## config.mk

```make
export PLATFORM = sky130hd
export DESIGN_NAME = rvRegFile
export DESIGN_NICKNAME = d
export VERILOG_FILES = /design/src/hdl/rvRegFile.sv
export VERILOG_INCLUDE_DIRS = /design/src /design/src/include
export SDC_FILE = /design/constraint.sdc
export NUM_CORES = 2
export LEC_CHECK = 0
export BUFFER_PORTS_ARGS = -buffer_cell sky130_fd_sc_hd__buf_4
export CORE_ASPECT_RATIO = 1.1
export CORE_MARGIN = 10
export CORE_UTILIZATION = 40
export DETAILED_ROUTE_END_ITERATION = 10
export SYNTH_ARGS = -nofsm -noshare
export SYNTH_HDL_FRONTEND = slang
export SYNTH_SLANG_ARGS = --single-unit
export TNS_END_PERCENT = 30
```

## constraint.sdc

```tcl
create_clock -name clk -period 8.8 [get_ports clk]
set_input_delay 1.32 -clock clk [delete_from_list [all_inputs] [get_ports clk]]
set_output_delay 1.32 -clock clk [all_outputs]
set_load 0.02 [all_outputs]
```

## src/include/rv_defs.svh

```systemverilog
`ifndef RV_DEFS_SVH
`define RV_DEFS_SVH

// datapath width
`define XLEN 64

// register index width
`define REG_ADDR_W 5

// integer register count, x0 included
`define REG_COUNT 32

// instruction width
`define INSTR_W 32

`endif

```

## src/hdl/rvRegFile.sv

```systemverilog
`timescale 1ns/1ps
`include "rv_defs.svh"

module rvRegFile (
    input  logic                    clk,
    input  logic                    rstN_i,
    input  logic [`REG_ADDR_W-1:0]  rs1Addr_i,
    input  logic [`REG_ADDR_W-1:0]  rs2Addr_i,
    output logic [`XLEN-1:0]        rs1Data_o,
    output logic [`XLEN-1:0]        rs2Data_o,
    input  logic                    wrEn_i,
    input  logic [`REG_ADDR_W-1:0]  wrAddr_i,
    input  logic [`XLEN-1:0]        wrData_i,
    input  logic                    redirect_i,
    input  logic [`XLEN-1:0]        target_i,
    input  logic                    done_i,
    input  logic                    illegal_i,
    output logic                    wbValid_o,
    output logic [`REG_ADDR_W-1:0]  wbAddr_o,
    output logic [`XLEN-1:0]        wbData_o,
    output logic                    redirect_o,
    output logic [`XLEN-1:0]        nextPc_o,
    output logic                    illegal_o
);

    logic [`XLEN-1:0] regs [`REG_COUNT];
    logic             wrLive;

    assign wrLive = wrEn_i && (wrAddr_i != '0);   // x0 writes dropped

    // x0 reads zero, same-cycle write is forwarded
    function automatic logic [`XLEN-1:0] readPort(input logic [`REG_ADDR_W-1:0] addr);
        if (addr == '0)
            return '0;
        if (wrLive && wrAddr_i == addr)
            return wrData_i;
        return regs[addr];
    endfunction

    always_comb begin
        rs1Data_o = readPort(rs1Addr_i);
        rs2Data_o = readPort(rs2Addr_i);
    end

    always_ff @(posedge clk or negedge rstN_i) begin
        if (!rstN_i) begin
            for (int i = 0; i < `REG_COUNT; i++)
                regs[i] <= '0;
            wbValid_o  <= 1'b0;
            redirect_o <= 1'b0;
            illegal_o  <= 1'b0;
        end else begin
            if (wrLive)
                regs[wrAddr_i] <= wrData_i;
            wbValid_o  <= wrLive;
            redirect_o <= redirect_i;
            illegal_o  <= done_i & illegal_i;
        end
    end

    always_ff @(posedge clk) begin
        if (wrLive) begin
            wbAddr_o <= wrAddr_i;
            wbData_o <= wrData_i;
        end
        if (redirect_i)
            nextPc_o <= target_i;
    end

endmodule

```

Yosys cells after proc, flatten, opt, wreduce, memory -nomap -nowiden --
Cells that the tools add are included.
Operators by class: mux-type cells 23, equality and inequality tests 2, shift-type cells 0, multiply operators 0, order comparisons 4, divide/modulo/power cells 0, add/subtract/negate cells 0, bitwise gates (word level) 4, reductions and logical operators 7
Operators by type and width (number):
- $bwmux 2048 | 1
- $mux 64 | 13
- $bmux 64 s5 | 2
- $demux 64 s5 | 1
- $ge 6x6->1 const B | 3
- $not 5->6 | 3
- $eq 5x5->1 | 2
- $logic_not 5->1 | 2
- $lt 6x1->1 const B | 1
- $mux 1 | 6
- $reduce_bool 5->1 | 1
- $logic_and 1x1->1 | 4
- $and 1x1->1 | 1
Word-level totals: register bits after elaboration 2184, memories kept 0, word-level logic and storage cells 78, input port bits 149, latch bits 0, bits in read-only memories 0, bits in writable memories 0

Longest topological paths before layout --
depth in word-level cells 7, mapped depth 11, depth with buffers taken out 6

Worst setup path after synthesis --
OpenSTA, ideal clock, no wires.
path type input to output, from in wrAddr_i[1], to out rs1Data_o[62], data arrival time 6.572 ns, data required time 7.480 ns, slack 0.908 ns, stages on the path 7, cells stage by stage buf_2 nor2_1 a21boi_1 nor3b_2 clkbuf_1 nor2_1 a21oi_1
On the way: cells in the longest elaborated chain, start to end 7, elaborated cells on any way between the ends 9
RTL lines:
- start: declaration | RTL line rvRegFile.sv:12 | input logic [`REG_ADDR_W-1:0] wrAddr_i,
- $reduce_bool 5->1 (*) | RTL line rvRegFile.sv:29 | assign wrLive = wrEn_i && (wrAddr_i != '0);
- $logic_and 1x1->1 (*) | RTL line rvRegFile.sv:29
- via wrLive | RTL line rvRegFile.sv:27 | logic wrLive;
- $logic_and 1x1->1 (*) | RTL line rvRegFile.sv:35 | if (wrLive && wrAddr_i == addr)
- $mux 1 (2 in series) | RTL line rvRegFile.sv:35
- $mux 64 (*) | RTL line rvRegFile.sv:37 | return regs[addr];
- $mux 64 (*) | RTL line rvRegFile.sv:35
- end: declaration | RTL line rvRegFile.sv:9 | output logic [`XLEN-1:0] rs1Data_o,
Mark *: on every way through the listed nets, which the timed path passes. The rest lies on a longest branch. The select of a mux whose other input is x is not followed.

Worst setup path after layout --
from in rs1Addr_i[4], to out rs1Data_o[46]
On the way: cells in the longest elaborated chain, start to end 6, elaborated cells on any way between the ends 13
RTL lines:
- start: declaration | RTL line rvRegFile.sv:7 | input logic [`REG_ADDR_W-1:0] rs1Addr_i,
- $not 5->6 (not written as such) or $eq 5x5->1 (tied branches) | RTL line rvRegFile.sv:37, rvRegFile.sv:35
- $bmux 64 s5 or $logic_and 1x1->1 (tied branches) | RTL line rvRegFile.sv:37, rvRegFile.sv:35
- $mux 64 (not written as such) or $mux 1 (tied branches) (2 in series) | RTL line rvRegFile.sv:37, rvRegFile.sv:35
- $mux 64 | RTL line rvRegFile.sv:37
- $mux 64 (*) | RTL line rvRegFile.sv:35
Every way passes the cells marked *; elsewhere a longest branch is shown, timed or not. The select of a mux whose other input is x is not followed.

==> summary.md <==
| Metric | Value |
|---|---|
| Mapped Cells | roughly 7,700 |
| Port Buffers | between 400 and 500 |
| Die X-Extent | 528 um |
| Worst path arrival time | 5.53 ns |
| Die ar. | 305,000 um2 |
| Syn nets | 7,865 |
| Number of core rows | 204 |
| Number of remaining DRC errors | 0 |
| Largest net degree at the start of global routing | 177 |
| Tot GR Track Use | 28.7% |
| Synth top cells by count | dfrtp_1 (2,051), mux2_2 (1,993), mux4_2 (835) |
| Synth area leader | dfrtp_1 |
| Fillers | 24,700 |
| Ratio of cells with drive above 1 in the final layout | 49.6% |
| Post-synthesis mux area share | 40.2% |
| Min Tclk post-route | between 6 and 7 ns |
| Post-place instance area | ~120,000 um2 |
| Leakage | between 50 and 60 nW |
| Family with the most delay on the worst path | buffers and inverters |
| Most frequent cell after synthesis | dfrtp_1 |
| Setup TNS | 0 ns |
| Hold Vio Cnt, Final | 0 |
| Worst R2R Setup Slack | 7.98 ns |
| WP data required | about 7.5 ns |
| Clock-pin slew of the registers on the worst-case setup and hold paths | 0.07 ns |
| Yosys cell types | 72 |
| Starting Density | 40.3% |
| Syn avg cell area | between 10 and 15 um2 |
| Footprint of the multi-input gates | 54,500 um2 |
| Core area | 282,000 um2 |
| First-pass GRT wire length | 631,000 um |
| Vias in the first global route | 78,900 |
| Setup bufs post-CTS | 0 |
| CP Cell Sequence | buf_4, buf_4, nand2b_1, nor2_2, buf_4, a22oi_1, o21ai_0, a31oi_1, a21oi_1, buf_4 |
| Max frequency | 0.146 GHz |
| Class of the most critical setup path | input port to primary output |
| Total wire length | 452,000 um |
| Worst hold slack | 0.371 ns |
| Worst Skew | 0 ns |
| Seq/Total Area, Yosys | 48.8% |
| Final global-route overflow total | 0 |
| Reg area | ~55,000 um2 |
| Clock Latency Late Sink | 0.97 ns |
| Final Wtd Congestion | just under 0.9 |
| Worst path max stage delay | 1.13 ns |
| Relative slew slack | 2.92% |
| #FFs+latches synth | 2,184 |
| Crit path launch type | input port |
| Post-route ant nets | 0 |
| Avg WL per Cell | between 30 and 40 um |
| Crit path max fanout | 23 |
| HP Class | input port to asynchronous set/reset pin |
| Ys flop type | dfrtp_1 |
| Slew Limit Fails | 0 |
| Slew @ Worst Pin | 1.45 ns |
| First-pass detailed-route iteration total | 6 |
| Synth Area in XOR/XNOR | 0.0773% |
| Simple-gate share of the synthesized area | 1.99% |
| Synth warn | 0 |
| Yosys top cell area share | 45.3% |
| Post-cts sizing count | 0 |
| Initial DRC Count | 9,419 |
| HPWL after DPL | approximately 270,000 um |
| Synth Area in Adders | 0% |
| Final instance area | 128,000 um2 |
| Initial antenna violation count | 29 |
| DR vias | 78,100 |
| Peak VDD IR | 0.000176 V |
| Nets | 7,890 |
| Run status | finished clean |
| Worst Path Buf+Inv | 4 |
| Max_cap viols | 0 |
| CP most frequent cell | buf_4 |
| Via density | 6.71 |
| CTS tree | built |
| Area Overhead vs Synth | 12.9% |
| Vert. Die Dim | 578 um |
| Critical path capture point type | primary output |
| PwrDens | 236 nW/um2 |
| CTS buffer count | 245 |
| Sink Count | roughly 2,200 |
| Htree depth | 4 |
| Post-synth EDFFs | 133 |
| Largest family of logic cells by synthesized area | multiplexers |
| Compound-gate portion of the synthesized area | 5.45% |
| Crit share post-route | 77.9% |
| RSZ-0062 raised after global routing | no |
| Hold buffer count at CTS | 0 |
| Worst path slowest cell | nor2_2 |
| Area contributors post-synth | dfrtp_1 (45%), mux2_2 (20%), mux4_2 (17%), edfxtp_1 (3.5%), mux2i_1 (3.5%) |
| Final count of negative-setup-slack endpoints | 0 |
| IO Count | 413 |
| Asr flop ratio synth | 93.9% |
| Syn Std Cell Area | 113,000 um2 |
| Clk root buf | clkbuf_16 |
| CTS Buffer Depth | 4 |
-- logic make-up after synthesis --
family,after synthesis
flops,2184
xor+xnor,10
compound gates,908
simple gates,491
buf+inv,871
mux,3252
-- flip-flops by register name, summed over array words and instances (netlist names) --
signal and flops:
wbData_o 64, regs 2048, wbAddr_o 5, redirect_o 1, nextPc_o 64, illegal_o 1
wbValid_o 1
-- through the flow --
stage               cells  utilization, %  power (mW)  worst slack (ns)
floorplan            7716               -        17.3             0.908
global placement    11200            42.5        19.3              2.14
detailed placement  11200            42.5        19.6              2.12
CTS                 11600            45.4        30.2              2.11
global route        11600            45.5        31.2              2.07
finish              11700            45.5        30.2              1.95
-- layout by cell type (no fill, tap or decap), types with 10 or more instances in the layout --
cell type	instances
mux2_1	27
nand2_1	70
dfrtp_1	2051
o211a_1	21
nor3_1	32
mux2_2	1993
mux4_2	835
mux2i_1	397
edfxtp_1	133
clkbuf_1	49
buf_4	600
a211oi_1	22
o21ai_0	178
diode_2	17
o211ai_1	100
clkbuf_8	53
a21oi_1	95
bufinv_16	20
buf_12	31
clkbuf_16	251
a22oi_1	150
nand3_1	18
nor2_2	15
nor2_4	20
clkinv_1	10
a221oi_1	83
o22ai_1	165
nor4_1	11
nand2_4	21
clkinv_2	35
a22o_1	19
nor2b_1	22
nor2_1	210
-- path summary, 6_finish.rpt --
kind                                        start                      to  depth (start not counted)
min                                        rstN_i   regs[222]$_DFFE_PN0P_                          1
max reg2reg                regs[1236]$_DFFE_PN0P_  regs[1236]$_DFFE_PN0P_                          1
min in group clk           regs[2034]$_DFFE_PN0P_  regs[2034]$_DFFE_PN0P_                          0
max in group asynchronous                  rstN_i   regs[911]$_DFFE_PN0P_                          3
min reg2reg                regs[2034]$_DFFE_PN0P_  regs[2034]$_DFFE_PN0P_                          0
max                                  rs1Addr_i[4]           rs1Data_o[46]                         10
-- power breakdown --
| group | switching (mW) | leakage [nW] | total (mW) | internal (mW) |
|---|---|---|---|---|
| clock network | 4.46 | 4.05 | 10.7 | 6.22 |
| logic | 2.80 | 23.5 | 6.15 | 3.35 |
| registers | 1.35 | 27.6 | 13.3 | 12.0 |
| total | 8.61 | 55.1 | 30.2 | 21.6 |
-- per-layer routing --
layer  GRT usage [%]  vias up  part of all wire (%)
met5               0        -                 0.026
met4            15.7       18                   6.3
met3            6.88     1168                   9.4
met2            44.0     4630                    45
met1            37.7    42400                    39
li1                -    29900                     -
-- area by class of cell --
class,count,area share (%)
Sequential cell,2184,43.2
Multi-Input combinational cell,4661,42.6
Clock buffer,351,5.60
Timing Repair Buffer,639,4.10
Tap cell,3708,3.62
Clock inverter,83,0.832
Antenna cell,17,0.0332
Inverter,10,0.0293
Power figures use the tool's default switching activity.
