`src/include/rv_defs.svh`:
```
`ifndef RV_DEFS_SVH
`define RV_DEFS_SVH

// datapath width
`define XLEN 64

// register index width
`define REG_ADDR_W 5

// integer register count, x0 included
`define REG_COUNT 32

// instruction width
`define INSTR_W 32

`endif

```
`src/hdl/rvPkg.sv`:
```
package rvPkg;

    // major opcode, instr[6:2]
    typedef enum logic [4:0] {
        opImm    = 5'b00100,
        opAuipc  = 5'b00101,
        opImm32  = 5'b00110,
        opReg    = 5'b01100,
        opLui    = 5'b01101,
        opReg32  = 5'b01110,
        opBranch = 5'b11000,
        opJalr   = 5'b11001,
        opJal    = 5'b11011
    } opcodeE;

    typedef enum logic [4:0] {
        aluAdd, aluSub, aluSll, aluSrl, aluSra,
        aluAddW, aluSubW, aluSllW, aluSrlW, aluSraW,
        aluSlt, aluSltu, aluXor, aluOr, aluAnd,
        aluPassSrc2
    } aluOpE;

    // lt/ge signedness comes from the alu op
    typedef enum logic [2:0] {
        brNone, brEq, brNe, brLt, brGe, brJal, brJalr
    } branchE;

    typedef enum logic {
        src1Rs1, src1Pc
    } src1SelE;

    typedef enum logic [1:0] {
        src2Rs2, src2Imm, src2Four
    } src2SelE;

endpackage

```
`src/hdl/rvDecodeIf.sv`:
```
`timescale 1ns/1ps
`include "rv_defs.svh"

interface rvDecodeIf;
    logic                    valid;
    logic [`XLEN-1:0]        pc;
    logic [`REG_ADDR_W-1:0]  rd;
    logic                    regWrEn;
    rvPkg::aluOpE            aluOp;
    rvPkg::src1SelE          src1Sel;
    rvPkg::src2SelE          src2Sel;
    rvPkg::branchE           branch;
    logic [`XLEN-1:0]        imm;
    logic [`XLEN-1:0]        rs1Data;
    logic [`XLEN-1:0]        rs2Data;

    modport decodeMp (
        output valid, pc, rd, regWrEn, aluOp, src1Sel, src2Sel, branch,
        output imm, rs1Data, rs2Data
    );

    modport executeMp (
        input valid, pc, rd, regWrEn, aluOp, src1Sel, src2Sel, branch,
        input imm, rs1Data, rs2Data
    );
endinterface

```
`src/hdl/rvExecute.sv`:
```
`timescale 1ns/1ps
`include "rv_defs.svh"

module rvExecute (
    rvDecodeIf.executeMp            ex,
    output logic                    wrEn_o,
    output logic [`REG_ADDR_W-1:0]  wrAddr_o,
    output logic [`XLEN-1:0]        wrData_o,
    output logic                    redirect_o,
    output logic [`XLEN-1:0]        target_o,
    output logic                    done_o
);

    logic [`XLEN-1:0] op1;
    logic [`XLEN-1:0] op2;
    logic [`XLEN-1:0] aluRes;
    logic [31:0]      wordRes;
    logic             isEq;
    logic             isLt;
    logic             taken;
    logic [`XLEN-1:0] jalrSum;

    assign op1 = (ex.src1Sel == rvPkg::src1Pc) ? ex.pc : ex.rs1Data;

    always_comb begin
        case (ex.src2Sel)
            rvPkg::src2Imm:  op2 = ex.imm;
            rvPkg::src2Four: op2 = `XLEN'd4;
            default:         op2 = ex.rs2Data;
        endcase
    end

    // word ops on low 32 bits, result sign-extended below
    always_comb begin
        case (ex.aluOp)
            rvPkg::aluSubW: wordRes = op1[31:0] - op2[31:0];
            rvPkg::aluSllW: wordRes = op1[31:0] << op2[4:0];
            rvPkg::aluSrlW: wordRes = op1[31:0] >> op2[4:0];
            rvPkg::aluSraW: wordRes = $signed(op1[31:0]) >>> op2[4:0];
            default:        wordRes = op1[31:0] + op2[31:0];
        endcase
    end

    always_comb begin
        case (ex.aluOp)
            rvPkg::aluAdd:      aluRes = op1 + op2;
            rvPkg::aluSub:      aluRes = op1 - op2;
            rvPkg::aluSll:      aluRes = op1 << op2[5:0];
            rvPkg::aluSrl:      aluRes = op1 >> op2[5:0];
            rvPkg::aluSra:      aluRes = $signed(op1) >>> op2[5:0];
            rvPkg::aluAddW, rvPkg::aluSubW, rvPkg::aluSllW, rvPkg::aluSrlW, rvPkg::aluSraW:
                aluRes = {{(`XLEN-32){wordRes[31]}}, wordRes};
            rvPkg::aluSlt:      aluRes = {{(`XLEN-1){1'b0}}, $signed(op1) < $signed(op2)};
            rvPkg::aluSltu:     aluRes = {{(`XLEN-1){1'b0}}, op1 < op2};
            rvPkg::aluXor:      aluRes = op1 ^ op2;
            rvPkg::aluOr:       aluRes = op1 | op2;
            rvPkg::aluAnd:      aluRes = op1 & op2;
            default:            aluRes = op2;   // passSrc2, lui
        endcase
    end

    // branch compare always on the register values
    assign isEq = ex.rs1Data == ex.rs2Data;
    assign isLt = (ex.aluOp == rvPkg::aluSltu) ? (ex.rs1Data < ex.rs2Data)
                                               : ($signed(ex.rs1Data) < $signed(ex.rs2Data));

    always_comb begin
        case (ex.branch)
            rvPkg::brEq:                taken = isEq;
            rvPkg::brNe:                taken = !isEq;
            rvPkg::brLt:                taken = isLt;
            rvPkg::brGe:                taken = !isLt;
            rvPkg::brJal, rvPkg::brJalr: taken = 1'b1;
            default:                    taken = 1'b0;
        endcase
    end

    assign jalrSum  = ex.rs1Data + ex.imm;
    assign target_o = (ex.branch == rvPkg::brJalr) ? {jalrSum[`XLEN-1:1], 1'b0}
                                                   : ex.pc + ex.imm;

    assign redirect_o = ex.valid & taken;
    assign wrEn_o     = ex.valid & ex.regWrEn;
    assign wrAddr_o   = ex.rd;
    assign wrData_o   = aluRes;
    assign done_o     = ex.valid;

endmodule

```
`src/flat_wrapper.sv`:
```
// flat-port wrapper written by rule: the top's interface ports become plain ports
module rvExecute_flat 
  (wrEn_o, wrAddr_o, wrData_o, redirect_o, target_o, done_o, ex_valid, ex_pc, ex_rd, ex_regWrEn, ex_aluOp, ex_src1Sel, ex_src2Sel, ex_branch, ex_imm, ex_rs1Data, ex_rs2Data);
  rvDecodeIf ex_i ();
  output logic wrEn_o;
  output logic [`REG_ADDR_W-1:0] wrAddr_o;
  output logic [`XLEN-1:0] wrData_o;
  output logic redirect_o;
  output logic [`XLEN-1:0] target_o;
  output logic done_o;
  input wire logic [$bits(ex_i.valid)-1:0] ex_valid;
  input wire logic [$bits(ex_i.pc)-1:0] ex_pc;
  input wire logic [$bits(ex_i.rd)-1:0] ex_rd;
  input wire logic [$bits(ex_i.regWrEn)-1:0] ex_regWrEn;
  input wire logic [$bits(ex_i.aluOp)-1:0] ex_aluOp;
  input wire logic [$bits(ex_i.src1Sel)-1:0] ex_src1Sel;
  input wire logic [$bits(ex_i.src2Sel)-1:0] ex_src2Sel;
  input wire logic [$bits(ex_i.branch)-1:0] ex_branch;
  input wire logic [$bits(ex_i.imm)-1:0] ex_imm;
  input wire logic [$bits(ex_i.rs1Data)-1:0] ex_rs1Data;
  input wire logic [$bits(ex_i.rs2Data)-1:0] ex_rs2Data;
  assign ex_i.valid = ex_valid;
  assign ex_i.pc = ex_pc;
  assign ex_i.rd = ex_rd;
  assign ex_i.regWrEn = ex_regWrEn;
  assign ex_i.aluOp = ex_aluOp;
  assign ex_i.src1Sel = ex_src1Sel;
  assign ex_i.src2Sel = ex_src2Sel;
  assign ex_i.branch = ex_branch;
  assign ex_i.imm = ex_imm;
  assign ex_i.rs1Data = ex_rs1Data;
  assign ex_i.rs2Data = ex_rs2Data;
  rvExecute u_core (.ex(ex_i), .wrEn_o(wrEn_o), .wrAddr_o(wrAddr_o), .wrData_o(wrData_o), .redirect_o(redirect_o), .target_o(target_o), .done_o(done_o));
endmodule
```
`config.mk`:
```
export PLATFORM = sky130hd
export DESIGN_NAME = rvExecute_flat
export DESIGN_NICKNAME = d
export VERILOG_FILES = /design/src/hdl/rvPkg.sv /design/src/hdl/rvDecodeIf.sv /design/src/hdl/rvExecute.sv /design/src/flat_wrapper.sv
export VERILOG_INCLUDE_DIRS = /design/src /design/src/include
export SDC_FILE = /design/constraint.sdc
export NUM_CORES = 2
export LEC_CHECK = 0
export BUFFER_PORTS_ARGS = -buffer_cell sky130_fd_sc_hd__buf_2
export CAP_MARGIN = 20
export CORE_UTILIZATION = 30
export DETAILED_ROUTE_END_ITERATION = 10
export PLACE_DENSITY = 0.5
export SLEW_MARGIN = 20
export SYNTH_ARGS = -nofsm -noshare
export SYNTH_HDL_FRONTEND = slang
export SYNTH_SLANG_ARGS = --single-unit
export TNS_END_PERCENT = 10
```
`constraint.sdc`:
```
create_clock -name vclk -period 11.5
set_input_delay 2.3 -clock vclk [all_inputs]
set_output_delay 2.3 -clock vclk [all_outputs]
set_load 0.03 [all_outputs]
```
**Word level (Yosys, flattened, before mapping)**

Index checks and enable logic that the tools add are counted.

- Shift-type cells: 6
- Add/subtract/negate cells: 6
- Muxes and demuxes: 7
- Reduce and logical (&&, ||, !) cells: 5
- Equal/unequal tests: 23
- $lt $le $gt $ge: 4
- Bitwise operators: 5

Operators with widths:

| kind | count |
|---|---|
| case mux 64 bit (11 select lines) | 1 |
| < comparator 64 bit | 4 |
| adder 64 bit | 3 |
| 2-to-1 mux 64 bit | 2 |
| case mux 32 bit (4 select lines) | 1 |
| case mux 64 bit (2 select lines) | 1 |
| AND 64 bit | 1 |
| == test 64 bit | 1 |
| bitwise OR 64 bit | 1 |
| << shifter 64 x 6 -> 64 bit | 1 |
| right shift 64 x 6 -> 64 bit | 1 |
| >>> shifter 64 x 6 -> 64 bit | 1 |
| subtractor 64 bit | 1 |
| bitwise XOR 64 bit | 1 |
| == test 5 x 4 -> 1 bit, second input constant | 7 |
| adder 32 bit | 1 |
| << shifter 32 x 5 -> 32 bit | 1 |
| right shift 32 x 5 -> 32 bit | 1 |
| >>> shifter 32 x 5 -> 32 bit | 1 |
| subtractor 32 bit | 1 |
| == test 5 x 3 -> 1 bit, second input constant | 4 |
| == test 5 x 2 -> 1 bit, second input constant | 2 |
| == test 3 bit, second input constant | 3 |
| == test 3 x 2 -> 1 bit, second input constant | 2 |
| 11 further kinds | 13 |

- Register bits after elaboration: 0
- Input bits: 274
- Logic and storage cells: 56

**Depth between registers and ports, before layout**

- Word-level depth: 5
- Depth in mapped cells: 29
- Depth with buffers taken out: 24

**Least setup slack after synthesis**

OpenSTA, ideal clock, no wires.

- Path kind: input-to-output
- Start point: input ex_src2Sel[0]
- End point: output wrData_o[53]
- Setup slack: 1428 ps
- Data required time: 9200 ps
- Arrival: 7772 ps
- Path buffers: 6
- Stages on the path: 29
- Path through: inv_1 ha_1 buf_4 nand2_1 o21a_1 buf_2 buf_4 buf_2 buf_2 buf_2 ha_1 nand3_1 nor2_1 nand3_1 nor4_1 nor2_1 xnor2_1 ha_1 a21o_1 a21oi_1 o21ai_0 a21oi_1 o21ai_0 a31oi_2 xnor2_2 o2bb2ai_2 o21ai_2 nor4_1 nor3_1

- Cells in the longest elaborated chain, start to end: 5

RTL lines:

| item | line | text |
|---|---|---|
| start: declaration | flat_wrapper.sv:17 | `input wire logic [$bits(ex_i.src2Sel)-1:0] ex_src2Sel;` |
| == test 2 bit or == test 2 x 1 -> 1 bit (tied branches) | rvExecute.sv:26 | `case (ex.src2Sel)` |
| case mux 64 bit (2 select lines) * | rvExecute.sv:26 |  |
| adder 32 bit (tied with other cells) | rvExecute.sv:40 | `default: wordRes = op1[31:0] + op2[31:0];` |
| case mux 32 bit (4 select lines) | rvExecute.sv:35 | `case (ex.aluOp)` |
| case mux 64 bit (11 select lines) * | rvExecute.sv:45 | `case (ex.aluOp)` |
| end: declaration | flat_wrapper.sv:7 | `` output logic [`XLEN-1:0] wrData_o; `` |

Mark *: on every way between the ends. The rest lies on a longest branch, timed or not.

**Worst setup path after layout**

- Start point: input ex_src2Sel[0]
- End point: output wrData_o[36]

Same word-level chain as after synthesis.

==> out/qor.yml <==
die_w_um: 341
grt_overflow: 0
synth_top_area_share: 0.151
vias_per_cell: 6.55
drt-total-wl_um: 231000
grt_start_max_net_pins: 117
dp_slack_ns: 0.572
powerDensity_nw_per_um2: 96.8
post-synth-top-count-cell: "a21oi_1"
numPortBuffers: 400
min_period_over_period: 0.985
hold_end: "wrAddr_o[4]"
hold_buffers: 0
dieArea_um2: 116000
dr.pass1.iters: 7
n_clock_buffer: 0
vdd_drop_max_uv: 47.2
ys_top_cells_by_area: "ha_1 (15%), a21oi_1 (8.7%), mux2i_1 (6.3%), o21ai_0 (6.1%), nor2_1 (5.2%)"
finalInstanceArea_um2: 37800
final-setup-viol-count: 0
fin_nets: 6135
vias: 45500
num_rows: 123
seq_cells: 0
worstSetupPathType: "input port to output port"
syn_inst: 5249
cp.arrival_ns: 9.03
antenna_found_initial: 28
ctsResizeCount: 0
netlist_area_um2: 34400
utilization: 0.335
cp.required_ns: 9.20
grt_setup_unrepaired: "false"
worst_setup_path_end_kind: "output port"
cts_setup_buffers: 0
ff_latch_area_um2: 0
io_pins: 410
finalWorstSetupSlack_ns: 0.168
synth.distinct_cells: 129
yosys.area.top_type: "ha_1"
worstSetupStartpointType: "input port"
tns_ns: 0
synth_fp_nets: 5943
place.gp.congestion: 1.08
die_h_um: 341
core-area_um2: 113000
drtAntennaViolNets: 0
drt_iter0_drc: 6075
drive_gt1_frac: 0.144
max-slew-margin-rel: 0.105
yosys-top-cells-count: "a21oi_1 (600), nor2_1 (474), nand2_1 (443), o21ai_0 (421), ha_1 (415)"
min-delay-start: "ex_rd[4]"
worst_pin_slew_ns: 1.30
worst-path-max-fanout: 78
dp_hpwl_um: 192000
grt_pass1_vias: 42200
placed_area_um2: 37800
start_util: 0.304
grt_util_all_layers: 0.376
grt_pass1_wl_um: 320000
max_freq_mhz: 88.2
power.leakage_nw: 16.9
yosysWarnings: 0
hold-path-cell-count: 0
finalHoldViolCount: 0
worstHoldPathType: "input port to output port"
maxCapViolations: 0
period_minus_slack_ns: 11.33
post_drt_wl_per_cell_um: 33.2
synthToLayoutAreaGrowth_pct: 9.87
slew_violations: 0
syn_area_per_cell_um2: 6.56
drc_errors: 0
synth-seq-area-share: 0
outcome: "complete, no violations"
==> per-layer routing <==
metal	vias up	share of wire	global-route usage
li1	20100	-	-
met1	22200	0.43	0.531
met2	2847	0.41	0.545
met3	423	0.11	0.0826
met4	4	0.049	0.155
met5	-	0.000095	0
==> logic make-up (layout without fill, tap and decap cells) <==
group | after synthesis | count (layout) | share of synthesized area
compound gates | 2111 | 2111 | 0.403
simple gates | 1578 | 1578 | 0.216
buf+inv | 649 | 839 | 0.0841
fa+ha+maj | 420 | 420 | 0.154
mux | 301 | 301 | 0.0948
xor+xnor | 190 | 190 | 0.0485
other cells | 0 | 16 | 0
==> area by class of cell <==
type               count  area [um2]
multi-input cells   4600       31700
diodes                16        40.0
fillers            12700       75300
well taps           1500        1880
inverters            304        1140
repair buffers       535        3110
==> worst max path at each step <==
stage                  start            to  cells past startpoint
2_1_floorplan  ex_src2Sel[0]  wrData_o[53]                     29
4_1_cts        ex_src2Sel[0]  wrData_o[36]                     21
6_report       ex_src2Sel[0]  wrData_o[36]                     21
3_3_place_gp   ex_src2Sel[0]  wrData_o[36]                     21
5_1_grt        ex_src2Sel[0]  wrData_o[36]                     21
3_5_place_dp   ex_src2Sel[0]  wrData_o[36]                     21
==> layout by cell type (no fill, tap or decap), drive strengths merged, types with 159 or more instances in the layout <==
cell,Yosys,layout
o21ai,473,473
ha,415,415
a21o,159,159
a21oi,603,603
nand2,443,443
inv,300,299
nand3,186,186
mux2i,235,235
nor2,479,479
buf,151,533
==> worst max-delay path, stage by stage <==
cell       delay, ns
buf_2           0.09
inv_1           0.06
ha_4            0.48
and3b_1         0.27
nor2_4          0.13
buf_12          0.31
inv_2           0.21
ha_1            0.28
inv_1           0.14
fa_1            0.22
nor2b_1         0.19
o221ai_1        0.34
a211oi_2        0.52
a211oi_2        0.24
nor4b_2         0.80
nor2_2          0.13
o31ai_2         0.40
o221ai_1        0.18
a2111oi_0       0.92
a32oi_1         0.45
buf_2           0.30
==> through the flow <==
stage / hold slack [ns] / cells / power [mW]
after floorplan: 4.73 / 5249 / 2.22
after global placement: 4.60 / 6936 / 3.52
after detailed placement: 4.60 / 6937 / 3.49
after CTS: 4.60 / 6937 / 3.51
after global routing: 4.60 / 6953 / 3.81
final: 4.60 / 6955 / 3.66
==> power breakdown <==
part / internal (mW) / leakage (nW) / total, mW / switching [mW]
Sequential: 0 / 0 / 0 / 0
Clock: 0.000000189 / 0.0000996 / 0.000000189 / 0
Combinational: 1.10 / 16.9 / 3.66 / 2.57
Total: 1.10 / 16.9 / 3.66 / 2.57
(Power assumes the default switching activity.)
