===== config.mk =====
export PLATFORM = sky130hd
export DESIGN_NAME = rvDecoder_flat
export DESIGN_NICKNAME = d
export VERILOG_FILES = /design/src/hdl/rvPkg.sv /design/src/hdl/rvDecodeIf.sv /design/src/hdl/rvDecoder.sv /design/src/flat_wrapper.sv
export VERILOG_INCLUDE_DIRS = /design/src /design/src/include
export SDC_FILE = /design/constraint.sdc
export NUM_CORES = 1
export LEC_CHECK = 0
export BUFFER_PORTS_ARGS = -buffer_cell sky130_fd_sc_hd__buf_2
export CAP_MARGIN = 20
export CELL_PAD_IN_SITES_DETAIL_PLACEMENT = 1
export CELL_PAD_IN_SITES_GLOBAL_PLACEMENT = 2
export CORE_AREA = 2 2 198 200
export CTS_CLUSTER_DIAMETER = 40
export DETAILED_ROUTE_END_ITERATION = 7
export DIE_AREA = 0 0 200 202
export PLACE_DENSITY = 0.62
export SLEW_MARGIN = 20
export SYNTH_ARGS = -nofsm -noshare
export SYNTH_HDL_FRONTEND = slang
export SYNTH_SLANG_ARGS = --single-unit

===== constraint.sdc =====
create_clock -name clk -period 3 [get_ports clk]
set_clock_uncertainty 0.2 [all_clocks]
set_input_delay 0.3 -clock clk [delete_from_list [all_inputs] [get_ports clk]]
set_output_delay 0.3 -clock clk [all_outputs]
set_load 0.01 [all_outputs]

===== src/include/rv_defs.svh =====
`ifndef RV_DEFS_SVH
`define RV_DEFS_SVH

// datapath width
`define XLEN 64

// register index width
`define REG_ADDR_W 5

// integer register count, x0 included
`define REG_COUNT 32

// instruction width
`define INSTR_W 32

`endif


===== src/hdl/rvPkg.sv =====
package rvPkg;

    // major opcode, instr[6:2]
    typedef enum logic [4:0] {
        opImm    = 5'b00100,
        opAuipc  = 5'b00101,
        opImm32  = 5'b00110,
        opReg    = 5'b01100,
        opLui    = 5'b01101,
        opReg32  = 5'b01110,
        opBranch = 5'b11000,
        opJalr   = 5'b11001,
        opJal    = 5'b11011
    } opcodeE;

    typedef enum logic [4:0] {
        aluAdd, aluSub, aluSll, aluSrl, aluSra,
        aluAddW, aluSubW, aluSllW, aluSrlW, aluSraW,
        aluSlt, aluSltu, aluXor, aluOr, aluAnd,
        aluPassSrc2
    } aluOpE;

    // lt/ge signedness comes from the alu op
    typedef enum logic [2:0] {
        brNone, brEq, brNe, brLt, brGe, brJal, brJalr
    } branchE;

    typedef enum logic {
        src1Rs1, src1Pc
    } src1SelE;

    typedef enum logic [1:0] {
        src2Rs2, src2Imm, src2Four
    } src2SelE;

endpackage


===== src/hdl/rvDecodeIf.sv =====
`timescale 1ns/1ps
`include "rv_defs.svh"

interface rvDecodeIf;
    logic                    valid;
    logic [`XLEN-1:0]        pc;
    logic [`REG_ADDR_W-1:0]  rd;
    logic                    regWrEn;
    rvPkg::aluOpE            aluOp;
    rvPkg::src1SelE          src1Sel;
    rvPkg::src2SelE          src2Sel;
    rvPkg::branchE           branch;
    logic [`XLEN-1:0]        imm;
    logic [`XLEN-1:0]        rs1Data;
    logic [`XLEN-1:0]        rs2Data;

    modport decodeMp (
        output valid, pc, rd, regWrEn, aluOp, src1Sel, src2Sel, branch,
        output imm, rs1Data, rs2Data
    );

    modport executeMp (
        input valid, pc, rd, regWrEn, aluOp, src1Sel, src2Sel, branch,
        input imm, rs1Data, rs2Data
    );
endinterface


===== src/hdl/rvDecoder.sv =====
`timescale 1ns/1ps
`include "rv_defs.svh"

module rvDecoder (
    input  logic                    clk,
    input  logic                    rstN_i,
    input  logic                    instrValid_i,
    input  logic [`INSTR_W-1:0]     instr_i,
    input  logic [`XLEN-1:0]        pc_i,
    output logic [`REG_ADDR_W-1:0]  rs1Addr_o,
    output logic [`REG_ADDR_W-1:0]  rs2Addr_o,
    input  logic [`XLEN-1:0]        rs1Data_i,
    input  logic [`XLEN-1:0]        rs2Data_i,
    output logic                    illegal_o,
    rvDecodeIf.decodeMp             dec
);

    rvPkg::opcodeE    opcode;
    logic [2:0]       funct3;
    logic             wordOp;
    logic [`XLEN-1:0] immI, immU, immB, immJ;

    rvPkg::aluOpE     aluOpD;
    rvPkg::src1SelE   src1SelD;
    rvPkg::src2SelE   src2SelD;
    rvPkg::branchE    branchD;
    logic             regWrEnD;
    logic             illegalD;
    logic [`XLEN-1:0] immD;

    // funct3 -> alu op, shared by reg and imm forms
    function automatic rvPkg::aluOpE aluFromFunct(input logic [2:0] f3, input logic alt,
                                                   input logic word);
        case (f3)
            3'b000:  return alt ? (word ? rvPkg::aluSubW : rvPkg::aluSub)
                                : (word ? rvPkg::aluAddW : rvPkg::aluAdd);
            3'b001:  return word ? rvPkg::aluSllW : rvPkg::aluSll;
            3'b010:  return rvPkg::aluSlt;
            3'b011:  return rvPkg::aluSltu;
            3'b100:  return rvPkg::aluXor;
            3'b101:  return alt ? (word ? rvPkg::aluSraW : rvPkg::aluSra)
                                : (word ? rvPkg::aluSrlW : rvPkg::aluSrl);
            3'b110:  return rvPkg::aluOr;
            default: return rvPkg::aluAnd;
        endcase
    endfunction

    assign opcode    = rvPkg::opcodeE'(instr_i[6:2]);
    assign funct3    = instr_i[14:12];
    assign wordOp    = (opcode == rvPkg::opReg32) || (opcode == rvPkg::opImm32);
    assign rs1Addr_o = instr_i[19:15];
    assign rs2Addr_o = instr_i[24:20];

    assign immI = {{(`XLEN-12){instr_i[31]}}, instr_i[31:20]};
    assign immU = {{(`XLEN-32){instr_i[31]}}, instr_i[31:12], 12'b0};
    assign immB = {{(`XLEN-13){instr_i[31]}}, instr_i[31], instr_i[7], instr_i[30:25],
                   instr_i[11:8], 1'b0};
    assign immJ = {{(`XLEN-21){instr_i[31]}}, instr_i[31], instr_i[19:12], instr_i[20],
                   instr_i[30:21], 1'b0};

    always_comb begin
        aluOpD   = rvPkg::aluAdd;
        src1SelD = rvPkg::src1Rs1;
        src2SelD = rvPkg::src2Rs2;
        branchD  = rvPkg::brNone;
        regWrEnD = 1'b0;
        immD     = immI;
        illegalD = 1'b0;
        case (opcode)
            rvPkg::opReg, rvPkg::opReg32: begin
                regWrEnD = 1'b1;
                aluOpD   = aluFromFunct(funct3, instr_i[30], wordOp);
                // funct7 other than 0x00/0x20 is M extension, not here
                illegalD = (instr_i[31:25] != 7'h00) && (instr_i[31:25] != 7'h20);
            end
            rvPkg::opImm, rvPkg::opImm32: begin
                regWrEnD = 1'b1;
                src2SelD = rvPkg::src2Imm;
                aluOpD   = aluFromFunct(funct3, instr_i[30] && (funct3 == 3'b101), wordOp);
            end
            rvPkg::opLui: begin
                regWrEnD = 1'b1;
                src2SelD = rvPkg::src2Imm;
                immD     = immU;
                aluOpD   = rvPkg::aluPassSrc2;
            end
            rvPkg::opAuipc: begin
                regWrEnD = 1'b1;
                src1SelD = rvPkg::src1Pc;
                src2SelD = rvPkg::src2Imm;
                immD     = immU;
            end
            rvPkg::opJal, rvPkg::opJalr: begin
                regWrEnD = 1'b1;
                src1SelD = rvPkg::src1Pc;
                src2SelD = rvPkg::src2Four;   // link = pc + 4
                immD     = (opcode == rvPkg::opJal) ? immJ : immI;
                branchD  = (opcode == rvPkg::opJal) ? rvPkg::brJal : rvPkg::brJalr;
            end
            rvPkg::opBranch: begin
                immD    = immB;
                aluOpD  = funct3[1] ? rvPkg::aluSltu : rvPkg::aluSlt;
                case (funct3)
                    3'b000:  branchD = rvPkg::brEq;
                    3'b001:  branchD = rvPkg::brNe;
                    3'b100, 3'b110: branchD = rvPkg::brLt;
                    3'b101, 3'b111: branchD = rvPkg::brGe;
                    default: illegalD = 1'b1;
                endcase
            end
            default: illegalD = 1'b1;
        endcase
        // word forms only exist for add/sub and shifts
        if (wordOp && !(funct3 inside {3'b000, 3'b001, 3'b101}))
            illegalD = 1'b1;
        if (illegalD || instr_i[1:0] != 2'b11) begin
            illegalD = 1'b1;
            regWrEnD = 1'b0;
            branchD  = rvPkg::brNone;
        end
    end

    always_ff @(posedge clk or negedge rstN_i) begin
        if (!rstN_i) begin
            dec.valid <= 1'b0;
            illegal_o <= 1'b0;
        end else begin
            dec.valid <= instrValid_i;
            illegal_o <= instrValid_i & illegalD;
        end
    end

    always_ff @(posedge clk) begin
        if (instrValid_i) begin
            dec.pc      <= pc_i;
            dec.rd      <= instr_i[11:7];
            dec.regWrEn <= regWrEnD;
            dec.aluOp   <= aluOpD;
            dec.src1Sel <= src1SelD;
            dec.src2Sel <= src2SelD;
            dec.branch  <= branchD;
            dec.imm     <= immD;
            dec.rs1Data <= rs1Data_i;   // already bypassed
            dec.rs2Data <= rs2Data_i;
        end
    end

endmodule


===== src/flat_wrapper.sv =====
// flat-port wrapper written by rule: the top's interface ports become plain ports
module rvDecoder_flat 
  (clk, rstN_i, instrValid_i, instr_i, pc_i, rs1Addr_o, rs2Addr_o, rs1Data_i, rs2Data_i, illegal_o, dec_valid, dec_pc, dec_rd, dec_regWrEn, dec_aluOp, dec_src1Sel, dec_src2Sel, dec_branch, dec_imm, dec_rs1Data, dec_rs2Data);
  rvDecodeIf dec_i ();
  input  logic clk;
  input  logic rstN_i;
  input  logic instrValid_i;
  input  logic [`INSTR_W-1:0] instr_i;
  input  logic [`XLEN-1:0] pc_i;
  output logic [`REG_ADDR_W-1:0] rs1Addr_o;
  output logic [`REG_ADDR_W-1:0] rs2Addr_o;
  input  logic [`XLEN-1:0] rs1Data_i;
  input  logic [`XLEN-1:0] rs2Data_i;
  output logic illegal_o;
  output wire logic [$bits(dec_i.valid)-1:0] dec_valid;
  output wire logic [$bits(dec_i.pc)-1:0] dec_pc;
  output wire logic [$bits(dec_i.rd)-1:0] dec_rd;
  output wire logic [$bits(dec_i.regWrEn)-1:0] dec_regWrEn;
  output wire logic [$bits(dec_i.aluOp)-1:0] dec_aluOp;
  output wire logic [$bits(dec_i.src1Sel)-1:0] dec_src1Sel;
  output wire logic [$bits(dec_i.src2Sel)-1:0] dec_src2Sel;
  output wire logic [$bits(dec_i.branch)-1:0] dec_branch;
  output wire logic [$bits(dec_i.imm)-1:0] dec_imm;
  output wire logic [$bits(dec_i.rs1Data)-1:0] dec_rs1Data;
  output wire logic [$bits(dec_i.rs2Data)-1:0] dec_rs2Data;
  assign dec_valid = dec_i.valid;
  assign dec_pc = dec_i.pc;
  assign dec_rd = dec_i.rd;
  assign dec_regWrEn = dec_i.regWrEn;
  assign dec_aluOp = dec_i.aluOp;
  assign dec_src1Sel = dec_i.src1Sel;
  assign dec_src2Sel = dec_i.src2Sel;
  assign dec_branch = dec_i.branch;
  assign dec_imm = dec_i.imm;
  assign dec_rs1Data = dec_i.rs1Data;
  assign dec_rs2Data = dec_i.rs2Data;
  rvDecoder u_core (.clk(clk), .rstN_i(rstN_i), .instrValid_i(instrValid_i), .instr_i(instr_i), .pc_i(pc_i), .rs1Addr_o(rs1Addr_o), .rs2Addr_o(rs2Addr_o), .rs1Data_i(rs1Data_i), .rs2Data_i(rs2Data_i), .illegal_o(illegal_o), .dec(dec_i));
endmodule

Word-level counts from Yosys, hierarchy flattened
Cells that the tools add are included.
{"block": "totals", "register_bits": 243, "latch_bits": 0, "mem_bits_rw": 0, "romBits": 0, "input_bits": 227, "memories": 0}
{"block": "classes", "n_addsub": 0, "n_mul": 0, "div": 0, "order_cmp": 0, "n_eq_ne": 18, "shift": 0, "mux": 25, "bitwise": 1, "n_reduce_logical": 20}
{"operator": "31-bit case mux with 3 select lines", "n": 1}
{"operator": "5-bit case mux with 7 select lines", "n": 2}
{"operator": "20-bit 2-to-1 mux", "n": 1}
{"operator": "5-bit case mux with 4 select lines", "n": 1}
{"operator": "5-bit by 3-bit == test with 1-bit output (second input constant)", "n": 3}
{"operator": "5-bit by 4-bit == test with 1-bit output (second input constant)", "n": 3}
{"operator": "5-bit == test (second input constant)", "n": 3}
{"operator": "3-bit == test (second input constant)", "n": 4}
{"operator": "3-bit 2-to-1 mux", "n": 4}
{"operator": "4-bit 2-to-1 mux", "n": 3}
{"operator": "3-bit case mux with 4 select lines", "n": 1}
{"operator": "2-bit OR reduction", "n": 6}
{"operator": "6-bit OR reduction", "n": 2}
{"operator": "5-bit 2-to-1 mux", "n": 2}
{"operator": "8-bit OR reduction", "n": 1}
{"operator": "7-bit by 6-bit != test with 1-bit output (second input constant)", "n": 1}
{"operator": "7-bit nonzero test", "n": 1}
{"operator": "3-bit by 2-bit == test with 1-bit output (second input constant)", "n": 2}
{"operator": "1-bit 2-to-1 mux", "n": 6}
{"operator": "3-bit case mux with 2 select lines", "n": 1}
{"operator": "2-bit case mux with 2 select lines", "n": 1}
{"operator": "4-bit OR reduction", "n": 1}
{"operator": "3-bit by 1-bit == test with 1-bit output (second input constant)", "n": 1}
{"operator": "1-bit logical AND", "n": 3}
{"operator": "other kinds (9)", "n": 10}

Depth between registers and ports, before layout
{"block": "depth", "depth_word": 8, "ltp_mapped": 7}

Worst setup path before layout
Ideal clock, no wire load.
{"block": "synth_path", "path_kind": "input to register", "start": "input instr_i[14]", "end": "register u_core.dec.aluOp[1], data pin", "setup_ns": 0.261, "arrival_time_ns": 1.463, "required_time_ns": 2.539, "slack_ns": 1.076, "stages": 7, "path_cell_list": "clkbuf_1 nor2b_1 nand3_1 ha_1 mux2_2 o221ai_1 nand2_1"}
{"block": "synth_via", "elab_chain_len": 5, "elab_cells_between_ends": 13, "classes_between": "6 x eq/ne; 5 x mux; 2 x reduce/logical"}
{"item": "start, declared", "line": "flat_wrapper.sv:8", "source": "input logic [`INSTR_W-1:0] instr_i;"}
{"item": "3-bit == test", "line": "rvDecoder.sv:34, rvDecoder.sv:79"}
{"item": "1-bit logical AND", "line": "rvDecoder.sv:79", "source": "aluOpD = aluFromFunct(funct3, instr_i[30] && (funct3 == 3'b101), wordOp);"}
{"item": "5-bit 2-to-1 mux, on equally long branches", "line": "rvDecoder.sv:41, rvDecoder.sv:35"}
{"item": "5-bit case mux with 7 select lines", "line": "rvDecoder.sv:34", "source": "case (f3)"}
{"item": "5-bit case mux with 4 select lines *", "line": "rvDecoder.sv:69", "source": "case (opcode)"}
{"item": "via u_core.aluOpD[1]", "line": "rvDecoder.sv:23", "source": "rvPkg::aluOpE aluOpD;"}
{"item": "end signal, assigned", "line": "rvDecoder.sv:138", "source": "dec.aluOp <= aluOpD;"}
{"item": "end, declared", "line": "rvDecodeIf.sv:18", "source": "output valid, pc, rd, regWrEn, aluOp, src1Sel, src2Sel, branch,"}
The timed path passes the listed nets; every way through them passes the cells marked *.
A chain may end at the register's enable or synchronous reset.

Final worst setup path
{"block": "layout_path", "start": "input instr_i[5]", "end": "register u_core.dec.imm[2], data pin"}
{"block": "layout_via", "elab_chain_len": 3, "elab_cells_between_ends": 8, "classes_between": "5 x eq/ne; 1 x mux; 2 x reduce/logical"}
{"item": "5-bit == test (tied with other cells)", "line": "rvDecoder.sv:69"}
{"item": "2-bit OR reduction, on equally long branches"}
{"item": "31-bit case mux with 3 select lines *", "line": "rvDecoder.sv:69"}
{"item": "via u_core.immD[2]", "line": "rvDecoder.sv:29", "source": "logic [`XLEN-1:0] immD;"}
{"item": "end signal, assigned", "line": "rvDecoder.sv:142", "source": "dec.imm <= immD;"}
{"item": "end, declared", "line": "rvDecodeIf.sv:19", "source": "output imm, rs1Data, rs2Data"}
Marked as above.

==> results.sh <==
export IMPL_gp_congestion=0.839
export IMPL_cts_sinks=242
export IMPL_path_buf_inv=2
export IMPL_max_stage_delay_ns=0.56
export IMPL_nFillCells=4112
export IMPL_grt_ovfl_total=0
export IMPL_swShare=0.235
export IMPL_die_h_um=202
export IMPL_wl_per_cell_um=20.9
export IMPL_ios=512
export IMPL_vias=6795
export IMPL_power_frac_comb=0.107
export IMPL_post_cts_resized=0
export IMPL_drt_iter0_drc=303
export IMPL_p_seq_frac=0.391
export IMPL_switchingPower_mw=2.48
export IMPL_grt_total_usage=0.169
export IMPL_final_cell_mix="buf_2 (509), edfxtp_1 (240), dlygate4sd3_1 (218)"
export IMPL_start_kind="primary input"
export IMPL_synthCells=425
export IMPL_synth_area_leader_cell="edfxtp_1"
export IMPL_slew_headroom=0.545
export IMPL_path_delay_family="simple AND/OR/NAND/NOR gates"
export IMPL_crit_type="primary input to flop"
export IMPL_dp_hpwl_mm=24.0
export IMPL_cts_buffers=43
export IMPL_hold_path_class="primary input to flop"
export IMPL_die_area_um2=40400
export IMPL_period_share=0.740
export IMPL_postSynth_asyncResetShare=0.00826
export IMPL_die_w_um=200
export IMPL_grt_pass1_vias=7584
export IMPL_hold_depth=3
export IMPL_rsz0062_at_grt="no"
export IMPL_dr_pass1_iters=4
export IMPL_hp_start="instr_i[30]"
export IMPL_min_to="u_core.dec.imm[10]"
export IMPL_ant_nets=0
export IMPL_crit_chain="dlygate4sd3_1 -> buf_2 -> nand3b_1 -> nor3_2 -> nor2_1 -> a22o_1"
export IMPL_cp_slowest_cell="nor3_2"
export IMPL_final_hold_violation_count=0
export IMPL_tightest_slew_ns=0.682
export IMPL_synth_seq_cells=242
export IMPL_post_place_cells=1409
export IMPL_finalMaxSlewViolations=0
export IMPL_internal_power_mw=8.06
export IMPL_drc_errors=0
export IMPL_fmax_ghz=0.451
export IMPL_start_util=0.221
export IMPL_clk_pin_slew_ns=0.05
export IMPL_cts_root_buf="clkbuf_16"
export IMPL_drive_gt1_frac=0.511
export IMPL_peakVddDrop_v=0.000509
export IMPL_synth_ff_type="edfxtp_1"
export IMPL_cts_setup_buffers=0
export IMPL_fp_row_count=72
export IMPL_cts_tree="yes"
export IMPL_syn2layout_area_growth_pct=79.4
export IMPL_crit_fanout=10
export IMPL_final_setup_tns_ns=0
export IMPL_routed_wl_mm=35.8
export IMPL_critical_path_required_ns=3.10
export IMPL_grt_pass1_wl_mm=49.5
export IMPL_stdcell_count=1713
export IMPL_p_total_mw=10.5
export IMPL_leakage_nw=6.45
export IMPL_grt_max_degree=80
export IMPL_io_buffers=510
export IMPL_synth_enable_flop_cells=240
export IMPL_timing_hold_ws_ns=0.0671
export IMPL_arrival_ns=2.32
export IMPL_synth_area_um2=8450
export IMPL_power_share_clock=0.502
export IMPL_layout_nets=1386
export IMPL_status="complete, no violations"
export IMPL_synth_distinct_cells=47
export IMPL_drv_cap=0
export IMPL_ys_seq_area_frac=0.859
export IMPL_synth_nets=657
export IMPL_clockBufferDepth=3
export IMPL_ys_warn_count=0
export IMPL_layout_commonest_cell="buf_2"
export IMPL_fin_util=0.396
export IMPL_powerDensity_nw_per_um2=695
export IMPL_period_needed_ns=2.22
export IMPL_endpoint_kind="flop"
export IMPL_viasPerCell=3.97
export IMPL_core_region_area_um2=38300
export IMPL_synth_area_per_cell_um2=19.9
export IMPL_synth_area_leaders="edfxtp_1 (85%), buf_4 (3.8%), nand2_1 (1.2%), a31o_2 (0.83%), ha_1 (0.74%)"
export IMPL_synth_top_area_share=0.853
export IMPL_antenna_found_initial=5
export IMPL_h_tree_depth=2
export IMPL_setup_viol=0
## cells in the mapped netlist, drive strengths merged (3+ instances only)
cell type	instances
a21oi	4
a22o	4
a31o	8
and2	6
buf	49
clkbuf	5
edfxtp	240
ha	5
inv	5
nand2	28
nand2b	7
nand3	3
nor2	10
nor2b	3
nor3	3
o21ai	8
## sequential cells by signal, indices dropped and copies added, names as in the netlist
register and cells:
u_core.dec.rs2Data 64, u_core.dec.src2Sel 2, u_core.dec.aluOp 4, u_core.dec.src1Sel 1
u_core.dec.pc 64, u_core.dec.imm 32, u_core.dec.rs1Data 64, u_core.dec.regWrEn 1
u_core.dec.branch 3, u_core.dec.valid 1, u_core.illegal_o 1, u_core.dec.rd 5
## metal layers
| layer | GRT usage | up-vias | share of wire |
|---|---|---|---|
| li1 | - | 3072 | - |
| met1 | 0.177 | 3334 | 0.36 |
| met2 | 0.302 | 319 | 0.52 |
| met3 | 0.0651 | 70 | 0.092 |
| met4 | 0.0648 | 0 | 0.031 |
| met5 | 0 | - | 0 |
## what timing repair did
action	CTS	global route
endpoints found under the setup margin	0	0
hold buffers	218	0
hold endpoints to repair	227	0
## worst max-delay path by stage
stage | startpoint | end | slack [ns] | cells after the start
after floorplan | instr_i[14] | u_core.dec.aluOp[1] | 1.08 | 7
after global placement | instr_i[2] | u_core.dec.aluOp[1] | 0.77 | 8
after detailed placement | instr_i[2] | u_core.dec.imm[11] | 0.68 | 5
after CTS | instr_i[5] | u_core.dec.imm[2] | 0.82 | 6
after global routing | instr_i[5] | u_core.dec.imm[2] | 0.64 | 6
final | instr_i[5] | u_core.dec.imm[2] | 0.78 | 6
## cell type report
type / instances / area, um^2 / area share
inverter: 6 / 27.5 / 0.00182
clock buffer: 54 / 1170 / 0.0772
antenna: 6 / 15.0 / 0.000990
clock inverter: 26 / 384 / 0.0253
sequential: 242 / 7260 / 0.479
multi-input combinational: 123 / 802 / 0.0529
tap: 518 / 648 / 0.0427
timing repair buffer: 738 / 4860 / 0.320
## power groups by stage
stage | clock [mW] | combinational, mW | sequential (mW)
after floorplan | 0 | 0.162 | 4.32
after global placement | 0 | 0.876 | 4.17
after detailed placement | 0 | 0.882 | 4.17
after CTS | 5.37 | 1.13 | 4.11
after global routing | 5.55 | 1.21 | 4.14
final | 5.29 | 1.13 | 4.12
## kinds of logic after synthesis
kind of cell | count (synthesis) | synth area share
DFF | 242 | 0.859
AOI/OAI and AO/OA | 45 | 0.0403
muxes | 3 | 0.00518
and+or+nand+nor | 69 | 0.0410
other | 1 | 0.000444
buffers and inverters | 60 | 0.0471
adders and majority gates | 5 | 0.00740
## stage by stage
stage | cell area [um^2] | worst slack, ns
2_1_floorplan | 8450 | 1.08
3_3_place_gp | 11400 | 0.773
3_5_place_dp | 11400 | 0.681
4_1_cts | 15100 | 0.816
5_1_grt | 15200 | 0.640
6_report | 15200 | 0.781
No activity file was read; power rests on OpenSTA's default activity.
